$ cat src/source/fdc_pkg.sv
// ====================
// Shared types and geometry tables for the WD1793-style floppy controller.
// Every design file refers to these through fdc_pkg:: scoped names.
// ====================

`default_nettype none

package fdc_pkg;

	typedef logic [7:0]  byte_t;
	typedef logic [7:0]  track_t;
	typedef logic [7:0]  sector_t;
	typedef logic [20:0] img_addr_t;   // 2 MB image max
	typedef logic [10:0] sec_len_t;    // up to 1024 bytes per sector
	typedef logic [2:0]  geom_code_t;

	// host register map
	typedef enum logic [1:0] {
		cmd_status = 2'd0,
		track      = 2'd1,
		sector     = 2'd2,
		data       = 2'd3
	} reg_addr_e;

	typedef enum logic [3:0] {
		idle,
		settle,       // type I busy time
		search,       // type II start delay and range check
		fetch,
		fetch_wait,
		drq_delay,
		drq_wait,
		store,        // write-back slot, reads just pass through
		abort,
		end_cmd
	} seq_state_e;

	// ==================
	// fixed track layouts
	// ==================
	// 0: 26x128  1: 16x256  2: 9x512  3: 5x1024  4: 10x512
	// codes 5..7 fall back to layout 0
	localparam sector_t spt_table [8] = '{
		8'd26, 8'd16, 8'd9, 8'd5, 8'd10, 8'd26, 8'd26, 8'd26
	};

	// sector length is 128 << shift
	localparam logic [1:0] size_shift_table [8] = '{
		2'd0, 2'd1, 2'd2, 2'd3, 2'd2, 2'd0, 2'd0, 2'd0
	};

endpackage

`default_nettype wire

$ cat src/source/fdc_ctrl_if.sv
// ====================
// Link between the host register block and the command sequencer.
// The register side hands over commands and strobe events, the
// sequencer returns register loads, read data and status.
// ====================

`timescale 1ns/1ps
`default_nettype none

interface fdc_ctrl_if;

	// from the register block
	logic             cmd_we;
	fdc_pkg::byte_t   cmd;
	logic             data_rd_done;
	logic             data_wr_done;
	fdc_pkg::track_t  track_reg;
	fdc_pkg::sector_t sector_reg;
	fdc_pkg::byte_t   data_reg;

	// from the sequencer
	logic             track_ld;
	fdc_pkg::track_t  track_val;
	logic             sector_ld;
	fdc_pkg::sector_t sector_val;
	fdc_pkg::byte_t   fetched;
	logic             fetched_vld;
	fdc_pkg::byte_t   status;
	logic             busy;
	logic             drq;
	logic             cmd_done;    // one cycle, sets INTRQ

	modport regs (
		output cmd_we, cmd, data_rd_done, data_wr_done, track_reg, sector_reg, data_reg,
		input  track_ld, track_val, sector_ld, sector_val, fetched, fetched_vld,
		input  status, busy, drq, cmd_done
	);

	modport seq (
		input  cmd_we, cmd, data_rd_done, data_wr_done, track_reg, sector_reg, data_reg,
		output track_ld, track_val, sector_ld, sector_val, fetched, fetched_vld,
		output status, busy, drq, cmd_done
	);

endinterface

`default_nettype wire

$ cat src/source/fdc_geom_if.sv
// ====================
// Link between the sequencer and the geometry unit.
// Geometry results are registered, one cycle behind head/sector.
// ====================

`timescale 1ns/1ps
`default_nettype none

interface fdc_geom_if;

	fdc_pkg::track_t    head;
	fdc_pkg::sector_t   sector;

	fdc_pkg::img_addr_t base;        // first byte of the sector in the image
	fdc_pkg::sec_len_t  sec_len;
	fdc_pkg::sector_t   spt;
	logic               in_range;    // 1 <= sector <= spt
	logic [1:0]         size_shift;

	modport seq  (output head, sector, input base, sec_len, spt, in_range, size_shift);
	modport geom (input head, sector, output base, sec_len, spt, in_range, size_shift);

endinterface

`default_nettype wire

$ cat src/source/fdc_cmd_seq.sv
// ====================
// Command sequencer. Decodes type I, type II and force interrupt,
// tracks the head, moves sector bytes between the image memory and
// the data register one at a time, and builds the status byte.
// ====================

`timescale 1ns/1ps
`default_nettype none

module fdc_cmd_seq #(
	parameter int settle_cycles = 64,
	parameter int search_cycles = 32,
	parameter int drq_delay     = 16,
	parameter int lost_timeout  = 4096
) (
	input  logic                clk_sys,
	input  logic                rst_n,
	input  logic                wp,
	input  logic                ready,
	output fdc_pkg::img_addr_t  img_addr,
	output logic                img_rd,
	output logic                img_wr,
	output fdc_pkg::byte_t      img_wdata,
	input  fdc_pkg::byte_t      img_rdata,
	fdc_ctrl_if.seq             ctrl,
	fdc_geom_if.seq             geom
);

	localparam int cw = $clog2(settle_cycles + search_cycles + drq_delay + lost_timeout);

	fdc_pkg::seq_state_e state;
	logic [cw-1:0]       wait_cnt;
	logic [cw-1:0]       wd_cnt;      // lost data watchdog
	fdc_pkg::track_t     head_pos;    // physical head position
	logic                step_out;    // last step direction, 1 = outward
	logic                head_loaded;
	logic                seek_err;    // seek error / record not found
	logic                wr_fault;
	logic                lost_data;
	logic                type2;       // status byte form
	logic                multi;
	logic                is_write;
	fdc_pkg::sec_len_t   byte_cnt;

	wire             dir_out   = ctrl.cmd[6] ? ctrl.cmd[5] : step_out;
	wire             last_byte = byte_cnt == fdc_pkg::sec_len_t'(geom.sec_len - 1'b1);
	wire             xfer_done = is_write ? ctrl.data_wr_done : ctrl.data_rd_done;
	fdc_pkg::track_t next_track;

	always_comb begin
		if (!dir_out)
			next_track = head_pos + 1'b1;
		else if (head_pos == '0)
			next_track = '0;    // stop at track 0
		else
			next_track = head_pos - 1'b1;
	end

	assign geom.head   = head_pos;
	assign geom.sector = ctrl.sector_reg;

	// image port, one byte in flight
	assign img_addr  = geom.base + fdc_pkg::img_addr_t'(byte_cnt);
	assign img_rd    = (state == fdc_pkg::fetch);
	assign img_wr    = (state == fdc_pkg::store) && is_write;
	assign img_wdata = ctrl.data_reg;

	always_comb begin
		if (type2)
			ctrl.status = {~ready, wp & is_write, wr_fault, seek_err | ~ready,
			               1'b0, lost_data, ctrl.drq, ctrl.busy};
		else
			ctrl.status = {~ready, wp, head_loaded, seek_err | ~ready,
			               1'b0, head_pos == '0, 1'b0, ctrl.busy};  // no index pulse
	end

	always_ff @(posedge clk_sys) begin
		if (!rst_n) begin
			state            <= fdc_pkg::idle;
			wait_cnt         <= '0;
			wd_cnt           <= '0;
			head_pos         <= '0;
			step_out         <= 1'b0;
			head_loaded      <= 1'b0;
			{seek_err, wr_fault, lost_data} <= '0;
			type2            <= 1'b0;
			multi            <= 1'b0;
			is_write         <= 1'b0;
			byte_cnt         <= '0;
			ctrl.busy        <= 1'b0;
			ctrl.drq         <= 1'b0;
			ctrl.cmd_done    <= 1'b0;
			ctrl.track_ld    <= 1'b0;
			ctrl.sector_ld   <= 1'b0;
			ctrl.fetched_vld <= 1'b0;
		end else begin
			ctrl.cmd_done  <= 1'b0;
			ctrl.track_ld  <= 1'b0;
			ctrl.sector_ld <= 1'b0;
			if (wd_cnt != '0)
				wd_cnt <= wd_cnt - 1'b1;

			case (state)
				fdc_pkg::settle: begin
					if (wait_cnt != '0)
						wait_cnt <= wait_cnt - 1'b1;
					else
						state <= fdc_pkg::end_cmd;
				end
				fdc_pkg::search: begin
					if (!ready) begin
						seek_err <= 1'b1;
						state    <= fdc_pkg::end_cmd;
					end else if (wait_cnt != '0) begin
						wait_cnt <= wait_cnt - 1'b1;
					end else if (!geom.in_range) begin
						seek_err <= 1'b1;      // record not found
						state    <= fdc_pkg::end_cmd;
					end else begin
						wait_cnt <= cw'(drq_delay - 1);
						state    <= is_write ? fdc_pkg::drq_delay : fdc_pkg::fetch;
					end
				end
				fdc_pkg::fetch:
					state <= fdc_pkg::fetch_wait;
				fdc_pkg::fetch_wait: begin
					ctrl.fetched     <= img_rdata;
					ctrl.fetched_vld <= 1'b1;
					wait_cnt         <= cw'(drq_delay - 1);
					state            <= fdc_pkg::drq_delay;
				end
				fdc_pkg::drq_delay: begin
					if (wait_cnt != '0) begin
						wait_cnt <= wait_cnt - 1'b1;
					end else begin
						ctrl.drq <= 1'b1;
						wd_cnt   <= cw'(lost_timeout - 1);
						state    <= fdc_pkg::drq_wait;
					end
				end
				fdc_pkg::drq_wait: begin
					if (xfer_done || wd_cnt == '0) begin
						ctrl.drq <= 1'b0;
						if (!xfer_done)
							lost_data <= 1'b1;
						state <= fdc_pkg::store;
					end
				end
				fdc_pkg::store: begin
					// lost data ends the transfer after this byte
					if (lost_data) begin
						state <= fdc_pkg::end_cmd;
					end else if (!last_byte) begin
						byte_cnt <= byte_cnt + 1'b1;
						wait_cnt <= cw'(drq_delay - 1);
						state    <= is_write ? fdc_pkg::drq_delay : fdc_pkg::fetch;
					end else if (multi) begin
						ctrl.sector_ld  <= 1'b1;
						ctrl.sector_val <= ctrl.sector_reg + 1'b1;
						byte_cnt        <= '0;
						wait_cnt        <= cw'(search_cycles - 1);
						state           <= fdc_pkg::search;
					end else begin
						state <= fdc_pkg::end_cmd;
					end
				end
				fdc_pkg::abort: begin
					{seek_err, wr_fault, lost_data} <= '0;
					ctrl.fetched_vld <= 1'b0;
					ctrl.cmd_done    <= 1'b1;
					state            <= fdc_pkg::idle;
				end
				fdc_pkg::end_cmd: begin
					ctrl.busy        <= 1'b0;
					ctrl.drq         <= 1'b0;
					ctrl.fetched_vld <= 1'b0;
					ctrl.cmd_done    <= 1'b1;
					state            <= fdc_pkg::idle;
				end
				default: ;
			endcase

			// ==================
			// command decode
			// ==================
			if (ctrl.cmd_we && (state == fdc_pkg::idle || ctrl.cmd[7:4] == 4'hd)) begin
				type2 <= ctrl.cmd[7];
				case (ctrl.cmd[7:4])
					4'h0: begin              // restore
						head_pos        <= '0;
						ctrl.track_ld   <= 1'b1;
						ctrl.track_val  <= '0;
					end
					4'h1: begin              // seek to data register
						head_pos        <= ctrl.data_reg;
						ctrl.track_ld   <= 1'b1;
						ctrl.track_val  <= ctrl.data_reg;
					end
					4'h2, 4'h3, 4'h4, 4'h5, 4'h6, 4'h7: begin
						if (ctrl.cmd[6])
							step_out <= ctrl.cmd[5];
						head_pos <= next_track;
						if (ctrl.cmd[4]) begin   // update flag
							ctrl.track_ld  <= 1'b1;
							ctrl.track_val <= next_track;
						end
					end
					4'h8, 4'h9, 4'ha, 4'hb: begin
						{seek_err, wr_fault, lost_data} <= '0;
						is_write  <= ctrl.cmd[5];
						multi     <= ctrl.cmd[4];
						byte_cnt  <= '0;
						ctrl.busy <= 1'b1;
						if (wp && ctrl.cmd[5]) begin
							wr_fault <= 1'b1;
							state    <= fdc_pkg::end_cmd;
						end else begin
							wait_cnt <= cw'(search_cycles - 1);
							state    <= fdc_pkg::search;
						end
					end
					4'hd: begin              // force interrupt
						type2     <= 1'b0;
						ctrl.busy <= 1'b0;
						ctrl.drq  <= 1'b0;
						state     <= fdc_pkg::abort;
					end
					default: begin           // read address/track, write track
						ctrl.busy <= 1'b1;
						state     <= fdc_pkg::end_cmd;
					end
				endcase
				if (!ctrl.cmd[7]) begin      // all type I commands settle
					head_loaded <= ctrl.cmd[3];
					ctrl.busy   <= 1'b1;
					wait_cnt    <= cw'(settle_cycles - 1);
					state       <= fdc_pkg::settle;
				end
			end
		end
	end

endmodule

`default_nettype wire

$ cat src/source/fdc_geometry.sv
// ====================
// Maps head, side and sector to a byte address in the flat image.
// layout 0 interleaves sides per track, layout 1 puts side 1 in the
// upper half of the image. Outputs are registered.
// ====================

`timescale 1ns/1ps
`default_nettype none

module fdc_geometry (
	input  logic                  clk_sys,
	input  logic                  rst_n,
	input  fdc_pkg::geom_code_t   size_code,
	input  logic                  layout,
	input  logic                  side,
	input  fdc_pkg::img_addr_t    disk_size,
	fdc_geom_if.geom              geom
);

	fdc_pkg::sector_t   spt_w;
	logic [1:0]         shift_w;
	fdc_pkg::track_t    ts_index;    // track/side index
	fdc_pkg::img_addr_t sec_index;   // sectors from the start of this half
	fdc_pkg::img_addr_t half_base;

	always_comb begin
		spt_w     = fdc_pkg::spt_table[size_code];
		shift_w   = fdc_pkg::size_shift_table[size_code];
		ts_index  = layout ? geom.head : {geom.head[6:0], side};
		sec_index = fdc_pkg::img_addr_t'(ts_index) * fdc_pkg::img_addr_t'(spt_w)
		          + fdc_pkg::img_addr_t'(geom.sector) - fdc_pkg::img_addr_t'(1);
		half_base = (layout && side) ? (disk_size >> 1) : '0;
	end

	always_ff @(posedge clk_sys) begin
		if (!rst_n) begin
			geom.base       <= '0;
			geom.sec_len    <= '0;
			geom.spt        <= '0;
			geom.in_range   <= 1'b0;
			geom.size_shift <= '0;
		end else begin
			geom.base       <= half_base + (sec_index << (7 + shift_w));
			geom.sec_len    <= fdc_pkg::sec_len_t'(11'd128 << shift_w);
			geom.spt        <= spt_w;
			geom.in_range   <= (geom.sector != '0) && (geom.sector <= spt_w);
			geom.size_shift <= shift_w;
		end
	end

endmodule

`default_nettype wire

$ cat src/source/fdc_host_regs.sv
// ====================
// Host side of the controller: strobe edge detect, track/sector/data
// registers, the read mux and the INTRQ flop. Writes act on the rising
// edge of wr, data reads complete on the falling edge of rd.
// ====================

`timescale 1ns/1ps
`default_nettype none

module fdc_host_regs (
	input  logic                clk_sys,
	input  logic                rst_n,
	input  logic                rd,
	input  logic                wr,
	input  fdc_pkg::reg_addr_e  addr,
	input  fdc_pkg::byte_t      din,
	output fdc_pkg::byte_t      dout,
	output logic                intrq,
	fdc_ctrl_if.regs            ctrl
);

	logic               rd_q;
	logic               wr_q;
	fdc_pkg::reg_addr_e cur_addr;   // address of the access in progress

	wire rd_fall = rd_q & ~rd;
	wire wr_rise = wr & ~wr_q;
	wire wr_fall = wr_q & ~wr;
	wire strobe_rise = (rd & ~rd_q) | wr_rise;

	always_ff @(posedge clk_sys) begin
		if (!rst_n) begin
			rd_q              <= 1'b0;
			wr_q              <= 1'b0;
			cur_addr          <= fdc_pkg::cmd_status;
			ctrl.cmd_we       <= 1'b0;
			ctrl.data_rd_done <= 1'b0;
			ctrl.data_wr_done <= 1'b0;
			ctrl.track_reg    <= '0;
			ctrl.sector_reg   <= '0;
			ctrl.data_reg     <= '0;
			intrq             <= 1'b0;
		end else begin
			rd_q <= rd;
			wr_q <= wr;
			if (strobe_rise)
				cur_addr <= addr;

			ctrl.cmd_we       <= wr_rise && (addr == fdc_pkg::cmd_status);
			ctrl.data_rd_done <= rd_fall && (cur_addr == fdc_pkg::data);
			ctrl.data_wr_done <= wr_fall && (cur_addr == fdc_pkg::data);

			// sequencer loads win over host writes
			if (ctrl.track_ld)
				ctrl.track_reg <= ctrl.track_val;
			else if (wr_rise && addr == fdc_pkg::track && !ctrl.busy)
				ctrl.track_reg <= din;

			if (ctrl.sector_ld)
				ctrl.sector_reg <= ctrl.sector_val;
			else if (wr_rise && addr == fdc_pkg::sector && !ctrl.busy)
				ctrl.sector_reg <= din;

			if (wr_rise && addr == fdc_pkg::data)
				ctrl.data_reg <= din;

			// status read or new command acknowledges the interrupt
			if (ctrl.cmd_done)
				intrq <= 1'b1;
			else if ((rd_fall && cur_addr == fdc_pkg::cmd_status) ||
			         (wr_rise && addr == fdc_pkg::cmd_status))
				intrq <= 1'b0;
		end
	end

	// command byte latch
	always_ff @(posedge clk_sys) begin
		if (wr_rise && addr == fdc_pkg::cmd_status)
			ctrl.cmd <= din;
	end

	always_comb begin
		case (addr)
			fdc_pkg::cmd_status: dout = ctrl.status;
			fdc_pkg::track:      dout = ctrl.track_reg;
			fdc_pkg::sector:     dout = ctrl.sector_reg;
			default:             dout = ctrl.fetched_vld ? ctrl.fetched : ctrl.data_reg;
		endcase
	end

endmodule

`default_nettype wire

$ cat src/source/fdc_top.sv
// ====================
// Top level of the floppy controller. Host bus, drive inputs and the
// image memory port are plain ports, timing parameters pass down
// to the sequencer.
// ====================

`timescale 1ns/1ps
`default_nettype none

module fdc_top #(
	parameter int settle_cycles = 64,
	parameter int search_cycles = 32,
	parameter int drq_delay     = 16,
	parameter int lost_timeout  = 4096
) (
	input  logic                clk_sys,
	input  logic                rst_n,
	// host bus
	input  logic                rd,
	input  logic                wr,
	input  fdc_pkg::reg_addr_e  addr,
	input  fdc_pkg::byte_t      din,
	output fdc_pkg::byte_t      dout,
	output logic                drq,
	output logic                intrq,
	output logic                busy,
	// drive
	input  logic                wp,
	input  logic                ready,
	input  logic                side,
	input  logic                layout,      // 0 track-side-sector, 1 side-track-sector
	input  fdc_pkg::geom_code_t size_code,
	input  fdc_pkg::img_addr_t  disk_size,
	// image memory
	output fdc_pkg::img_addr_t  img_addr,
	output logic                img_rd,
	output logic                img_wr,
	output fdc_pkg::byte_t      img_wdata,
	input  fdc_pkg::byte_t      img_rdata
);

	fdc_ctrl_if ctrl ();
	fdc_geom_if geom ();

	assign drq  = ctrl.drq;
	assign busy = ctrl.busy;

	fdc_host_regs u_regs (
		.clk_sys (clk_sys),
		.rst_n   (rst_n),
		.rd      (rd),
		.wr      (wr),
		.addr    (addr),
		.din     (din),
		.dout    (dout),
		.intrq   (intrq),
		.ctrl    (ctrl.regs)
	);

	fdc_cmd_seq #(
		.settle_cycles (settle_cycles),
		.search_cycles (search_cycles),
		.drq_delay     (drq_delay),
		.lost_timeout  (lost_timeout)
	) u_seq (
		.clk_sys   (clk_sys),
		.rst_n     (rst_n),
		.wp        (wp),
		.ready     (ready),
		.img_addr  (img_addr),
		.img_rd    (img_rd),
		.img_wr    (img_wr),
		.img_wdata (img_wdata),
		.img_rdata (img_rdata),
		.ctrl      (ctrl.seq),
		.geom      (geom.seq)
	);

	fdc_geometry u_geom (
		.clk_sys   (clk_sys),
		.rst_n     (rst_n),
		.size_code (size_code),
		.layout    (layout),
		.side      (side),
		.disk_size (disk_size),
		.geom      (geom.geom)
	);

endmodule

`default_nettype wire

$ cat config.mk
export PLATFORM = sky130hd
export DESIGN_NAME = fdc_top
export DESIGN_NICKNAME = d
export VERILOG_FILES = /design/src/source/fdc_pkg.sv /design/src/source/fdc_ctrl_if.sv /design/src/source/fdc_geom_if.sv /design/src/source/fdc_cmd_seq.sv /design/src/source/fdc_geometry.sv /design/src/source/fdc_host_regs.sv /design/src/source/fdc_top.sv
export SDC_FILE = /design/constraint.sdc
export NUM_CORES = 1
export LEC_CHECK = 0
export ABC_AREA = 1
export CORE_AREA = 4 4 145 147
export DETAILED_ROUTE_END_ITERATION = 6
export DIE_AREA = 0 0 149 151
export DONT_BUFFER_PORTS = 1
export GPL_TIMING_DRIVEN = 0
export PLACE_DENSITY = 0.78
export SETUP_SLACK_MARGIN = 0.2
export SYNTH_ARGS = -nofsm -noshare
export SYNTH_HDL_FRONTEND = slang
export SYNTH_SLANG_ARGS = --single-unit
$ cat constraint.sdc
create_clock -name clk_sys -period 7.4 [get_ports clk_sys]
set_input_delay 1.48 -clock clk_sys [delete_from_list [all_inputs] [get_ports clk_sys]]
set_output_delay 1.48 -clock clk_sys [all_outputs]
set_load 0.03 [all_outputs]
# Word-level counts from Yosys, hierarchy flattened
# Memories as Yosys holds them, arrays and structs flattened.
# Cells that the tools add are included.
totals:
  reg_bits: 160
  rom_bits: 80
  output_inout_bits: 42
  word_cells: 235
  n_memories: 2
mem_list:
  columns: ["memory", "words", "width", "rd", "rd_clocked_by_memory_dff", "wr", "line", "rtl"]
  rows:
  - ["(name not given)", 8, 8, 1, 0, 0, "fdc_geometry.sv:27", "spt_w = fdc_pkg::spt_table[size_code];"]
  - ["(name not given)", 8, 2, 1, 0, 0, "fdc_geometry.sv:28", "shift_w = fdc_pkg::size_shift_table[size_code];"]
classes:
  addsub: 12
  multipliers: 1
  order_cmp: 2
  eq_ne: 27
  shift: 2
  n_mux: 88
  bitwise_logic: 18
  reduce_logical: 47
op_table:
  columns: ["op", "n"]
  rows:
  - ["13-bit two-way mux", 14]
  - ["8-bit two-way mux", 11]
  - ["8-bit one-hot mux with 3 select lines", 3]
  - ["11-bit two-way mux", 6]
  - ["13-bit one-hot mux with 4 select lines", 1]
  - ["4-bit two-way mux", 12]
  - ["4-bit by 3-bit == test with 1-bit output, second input constant", 8]
  - ["4-bit one-hot mux with 8 select lines", 1]
  - ["21-bit by 32-bit left shift with 21-bit output", 1]
  - ["4-bit == test, second input constant", 7]
  - ["1-bit two-way mux", 28]
  - ["13-bit nonzero test", 2]
  - ["13-bit by 1-bit subtractor with 13-bit output, second input constant", 2]
  - ["21-bit by 11-bit adder with 21-bit output", 1]
  - ["21-bit adder", 1]
  - ["21-bit by 1-bit subtractor with 21-bit output, second input constant", 1]
  - ["20-bit two-way mux", 1]
  - ["16-bit by 8-bit adder with 17-bit output", 1]
  - ["8-bit by 1-bit adder with 8-bit output, second input constant", 2]
  - ["4-bit by 2-bit == test with 1-bit output, second input constant", 4]
  - ["8-bit by 8-bit multiplier with 16-bit output", 1]
  - ["1-bit logical AND", 14]
  - ["13-bit logical NOT", 1]
  - ["4-bit one-hot mux with 3 select lines", 1]
  - ["other kinds (36)", 73]

# Logic depth before layout (Yosys ltp)
logic_depth:
  depth_word: 9
  mapped_depth: 40

# Hierarchy
# Synthesis repeated with hierarchy kept, for this count alone.
unflattened:
  hier_cells: 1970
  hier_area_um2: 13206.4
by_module_without_submodules:
  columns: ["module", "n_inst", "cells_each", "area_each_um2"]
  rows:
  - ["fdc_cmd_seq", 1, 940, 6308.6]
  - ["fdc_geometry", 1, 766, 4994.8]
  - ["fdc_host_regs", 1, 264, 1903.1]

# Worst setup path before layout
# No wires, ideal clock.
synth_path:
  path_kind: "input to register"
  from: "in size_code[0]"
  to: "reg u_geom.geom.base[19]"
  setup_time_ns: 0.121
  t_arrival_ns: 7.127
  setup_slack_ns: 0.152
  cell_stages: 30
  n_path_buf: 2
  path_cell_list: "inv_1 > nor2_1 > clkbuf_1 > buf_1 > nor2_1 > fa_1 > fa_1 > ha_1 > inv_1 > fa_1 > inv_1 > ha_1 > a21oi_1 > nand3_1 > nand2_1 > nand2_1 > nand3b_4 > o21ai_0 > nand3_1 > a31oi_1 > o21ai_0 > ha_1 > nand2_1 > nor2_1 > a221oi_1 > o211ai_1 > nand3_1 > nand2_1 > o21ai_0 > a21oi_1"
synth_between:
  elab_cells_between_ends: 13
  cone_classes: "4 x add/sub; 1 x mul; 1 x shift; 4 x mux; 1 x bitwise; 2 x memory"
synth_lines:
  columns: ["item", "line", "rtl"]
  rows:
  - ["start, declared", "fdc_top.sv:32", "input fdc_pkg::geom_code_t size_code,"]
  - ["3-bit NOT with 4-bit output (implied by the code)", "fdc_geometry.sv:28", null]
  - ["memory read 8 x 2 bit", null, null]
  - ["2-bit two-way mux (implied by the code) (2 in a row)", "fdc_geometry.sv:28", null]
  - ["named net u_geom.shift_w[0]", "fdc_geometry.sv:21", "logic [1:0] shift_w;"]
  - ["3-bit by 2-bit adder with 4-bit output", "fdc_geometry.sv:43", "geom.base <= half_base + (sec_index << (7 + shift_w));"]
  - ["21-bit by 32-bit left shift with 21-bit output", "fdc_geometry.sv:43", null]
  - ["21-bit adder", "fdc_geometry.sv:43", null]
  - ["end signal, assigned", "fdc_geometry.sv:43", null]
  - ["end, declared", "fdc_geom_if.sv:21", "modport geom (input head, sector, output base, sec_len, spt, in_range, size_shift);"]
# The timed path passes the listed nets, and every way through them passes these cells. The select of a mux whose other input is x is not followed.
# A chain may end at the register's enable or synchronous reset.

# Worst setup path in the final report
layout_path:
  from: "in layout"
  to: "reg u_geom.geom.base[18]"
layout_between:
  elab_chain_cells: 6
  elab_cells_between_ends: 8
  cone_classes: "3 x add/sub; 1 x mul; 1 x shift; 2 x mux; 1 x reduce/logical"
layout_rtl:
  columns: ["item", "line", "rtl"]
  rows:
  - ["start, declared", "fdc_top.sv:31", "input logic layout,"]
  - ["8-bit two-way mux", "fdc_geometry.sv:29", "ts_index = layout ? geom.head : {geom.head[6:0], side};"]
  - ["8-bit by 8-bit multiplier with 16-bit output", "fdc_geometry.sv:30", "sec_index = fdc_pkg::img_addr_t'(ts_index) * fdc_pkg::img_addr_t'(spt_w)"]
  - ["16-bit by 8-bit adder with 17-bit output", "fdc_geometry.sv:31", "+ fdc_pkg::img_addr_t'(geom.sector) - fdc_pkg::img_addr_t'(1);"]
  - ["21-bit by 1-bit subtractor with 21-bit output", "fdc_geometry.sv:31", null]
  - ["21-bit by 32-bit left shift with 21-bit output", "fdc_geometry.sv:43", null]
  - ["21-bit adder *", "fdc_geometry.sv:43", null]
# Every way passes the cells marked *; elsewhere a longest branch is shown, timed or not.

==> out/summary.md <==
The clock period minus worst slack came out at 6890 ps. Entering global routing, the biggest net connects 19 pins. The classification of the worst setup path was in -> reg. Sequential cells account for 31.9% of the total power. The overall routing resource usage is 26.2%, and the number of different library cells in the post-synthesis netlist is 62.

In the synthesized netlist, the cells that appear most often are nand2_1, inv_1, nor2_1, o21ai_0, a21oi_1. The run gives 7210 ps as the data arrival time of the worst path. The detailed router finished its first iteration with 901 violations.

A synthesized cell averages 6.98 um2. The combinational power share came out at 40.9%. After clock tree synthesis, the clock-pin slew on the worst setup and hold paths is 70 ps. 0 antenna diodes ended up in the layout. The net count reported at finish was 1822; the number of port buffers was 0. Cells with a size suffix above 1 make up 7.85% of the layout.

The switching fraction of total power was 42.7%. The tree is rooted in a clkbuf_16. The logs give 0 for the number of hold violations in the final report and 150 for the number of sinks handled by clock tree synthesis. Layout overhead on the synthesized area: 11.2%.

On the final layout, the worst hold slack is 461 ps. Setup violations remaining at the end of the flow were counted as 0. The post-route clock period utilization was 93.1%. The die covers 22500 um2. The tightest slew margin relative to the limit is 28.3%. After filler insertion, the fill cell instance count of the layout stands at 1786.

For the number of global-route vias before repair, the log shows 10.2k. The worst-margin pin slew came out at 1070 ps. Summed over all nets, the switching power comes to 1.36 mW.

The number of antenna violations at the first check in global routing is 0. The pre-antenna-repair detailed-routing pass consisted of 6 iterations. The clock passes through at most 2 buffers. In the final routed layout, each cell accounts on average for 15.6 um. The fraction of synthesized cell area taken by the top area cell type is 21.2%. After detailed routing, the number of remaining DRC violations is 0. Setup repair after global routing left no endpoint under its margin. The total wirelength of the detailed-routed design was 30400 um. Commonest register cell after synthesis: dfxtp_1. The core outline area was 19900 um2; the internal power was 1.82 mW. Along the worst path, the maximum fanout reaches 10.

For the clock tree skew after final layout, the log shows 15.6 ps. The required time at the worst-slack endpoint is 7720 ps. The run finished with clean final reports. The clock group share of total power was 27.2%. At the end of routability-driven placement, the weighted congestion stood at 0.915. The worst setup path is launched from a primary input. The chip height is 151 um, and the x dimension of the die is 149 um.

The initial utilization of the core area, before any placement, comes to 57.3%. The register with the most flip-flops in the layout has 21 of them. Number of vias per cell after detailed routing: 5.67. The tightest min-delay check is of the reg -> reg type.

The largest registers in the layout are u_geom.geom.base (21), u_seq.wait_cnt (13), u_seq.wd_cnt (13). Row generation in the floorplan step produced 52 rows. More flip-flops sit in one register than any other, and that register is u_geom.geom.base.

The number of pins exceeding their max-slew limit in the final report was 0; the source-to-sink clock delay at the later pin of the worst-skew pair was 430 ps. Post-route antenna net violation count: 0. Summing over every cut layer, the via total after detailed routing is 11.1k.

The tools report the highest ir drop seen on vdd as 0.000182 V. The critical path endpoint category is a flop. Counting flops and latches in the post-synthesis netlist gives 150. Counting tap cells, the placed design contains a total of 1909 instances. The logs give 17 for the total CTS buffers and 1951 for the non-filler instance count after layout. The logs give 5.90 nW for the cell leakage power and 0 for the total grt overflow.

Synthesis produced 1636 cells. For the number of primary I/O pins, the log shows 92. Largest area contributor in the synthesized netlist: dfxtp_1. For this run, asynchronously set or reset flops after synthesis account for 0%. The power density of the placed cells was 250 nW/um2. Yosys instantiated no cell more often than nand2_1. For the max-cap violation count, the log shows 0. TritonCTS built the clock tree.

The post-synthesis sequential area ratio was 28.8%. Static timing analysis puts the maximum clock frequency at 145 MHz. The first global-routing pass estimated 48200 um of wire. The Yosys step of the flow raised 0 warnings. The number of enable-type register cells in the synthesized netlist works out to 29. The synthesized netlist occupies a cell area of 11400 um2.

The H-tree depth was 4. The run gives 23500 um as the detailed placer's ending HPWL. Ranked by total cell area, the synthesized netlist is headed by dfxtp_1, nand2_1, inv_1, ha_1, edfxtp_1.
==> layer usage <==
layer | vias up | part of all wire, % | global-route usage [%]
met1 | 5070 | 43 | 34.2
met5 | - | 0 | 0
li1 | 5501 | - | -
met2 | 410 | 47 | 44.1
met4 | 0 | 2.9 | 9.43
met3 | 73 | 6.6 | 4.43
==> worst max-delay path, stage by stage <==
cell	delay [ps]
clkbuf_4	160
buf_8	150
o21ai_1	230
inv_1	120
nor2_1	160
fa_1	440
ha_1	300
ha_1	220
fa_1	510
ha_2	210
fa_2	470
nor2_1	140
nand3_1	120
nor2_1	120
nand2_1	90
nand3b_4	200
o21ai_2	200
nand3_1	140
a31oi_2	240
o21ai_1	90
ha_1	370
buf_4	140
nand2_1	80
o21ai_0	260
a21oi_1	110
o21ai_0	220
a21oi_1	100
o21a_1	140
==> path summary, 6_finish.rpt <==
| check | start | depth (start not counted) | slack, ps | endpoint |
|---|---|---|---|---|
| worst min register to register | u_seq.ctrl.cmd_done | 2 | 460 | u_regs.intrq |
| worst max-delay path | layout | 28 | 510 | u_geom.geom.base[18] |
| worst max register to register | u_seq.geom.head[5] | 33 | 1130 | u_geom.geom.base[18] |
| worst min-delay path | u_seq.ctrl.cmd_done | 2 | 460 | u_regs.intrq |
==> power groups by stage <==
stage | Sequential (mW) | Clock [mW] | Combinational (mW)
2_1_floorplan | 1.01 | 0 | 0.970
3_3_place_gp | 1.03 | 0 | 1.18
3_5_place_dp | 1.03 | 0 | 1.20
4_1_cts | 1.01 | 0.870 | 1.21
5_1_grt | 1.03 | 0.904 | 1.46
6_report | 1.01 | 0.863 | 1.30
==> layout by cell type, fill, tap and decap left out, types with 5 or more instances in the layout <==
cell       instances
nand2_1          275
inv_1            272
nor2_1           152
o21ai_0          140
dfxtp_1          121
a21oi_1          117
nand3_1           98
ha_1              69
xor2_1            35
edfxtp_1          29
fa_1              28
a31oi_1           25
nor3_1            23
clkbuf_1          20
nand4_1           18
clkbuf_16         17
o21ai_1           16
xnor2_1           16
o211ai_1          15
buf_4             12
o2111ai_1         11
inv_2             10
nor2_4            10
nor2_2            10
o22ai_1            9
nor4_1             8
o21ai_2            8
nand2_2            8
mux2i_1            7
conb_1             5
clkinv_8           5
inv_6              5
==> per-stage QoR <==
| stage | util, % | setup TNS [ps] | setup WS, ps | total power, mW | instance area, um2 |
|---|---|---|---|---|---|
| floorplan | - | 0 | 274 | 1.98 | 11400 |
| global route | 63.7 | 0 | 124 | 3.39 | 12700 |
| CTS | 62.3 | 0 | 221 | 3.09 | 12400 |
| finish | 63.7 | 0 | 509 | 3.18 | 12700 |
| detailed placement | 59.1 | -2860 | -676 | 2.23 | 11800 |
| global placement | 59.1 | -2250 | -575 | 2.21 | 11800 |
==> cell families (layout without fill, tap and decap cells) <==
kind of cell	after synthesis	in the layout	synth area share (%)
other cells	2	5	0.0658
simple gates	621	621	23.8
buf+inv	320	362	10.7
flops	150	150	28.8
compound gates	380	380	18.7
fa+ha+maj	104	104	13.3
xor+xnor	52	52	3.99
mux	7	7	0.614
==> repair_timing <==
item | CTS | global route
buffers inserted | 1 | 9
hold buffers | 0 | 0
pin swaps | 1 | 13
endpoints found under the setup margin | 5 | 5
gates resized for setup | 10 | 73
==> layout make-up <==
class	count	area (um2)	area share (%)
flip-flops and latches	150	3290	26.0
plain buffers	32	164	1.29
clock buffers	17	425	3.35
well taps	270	338	2.66
multi-input cells	1169	7130	56.2
inverters	288	1090	8.57
repair buffers	10	75.1	0.592
clock inverters	15	175	1.38
Note: power is estimated with default switching activity, not from simulation.
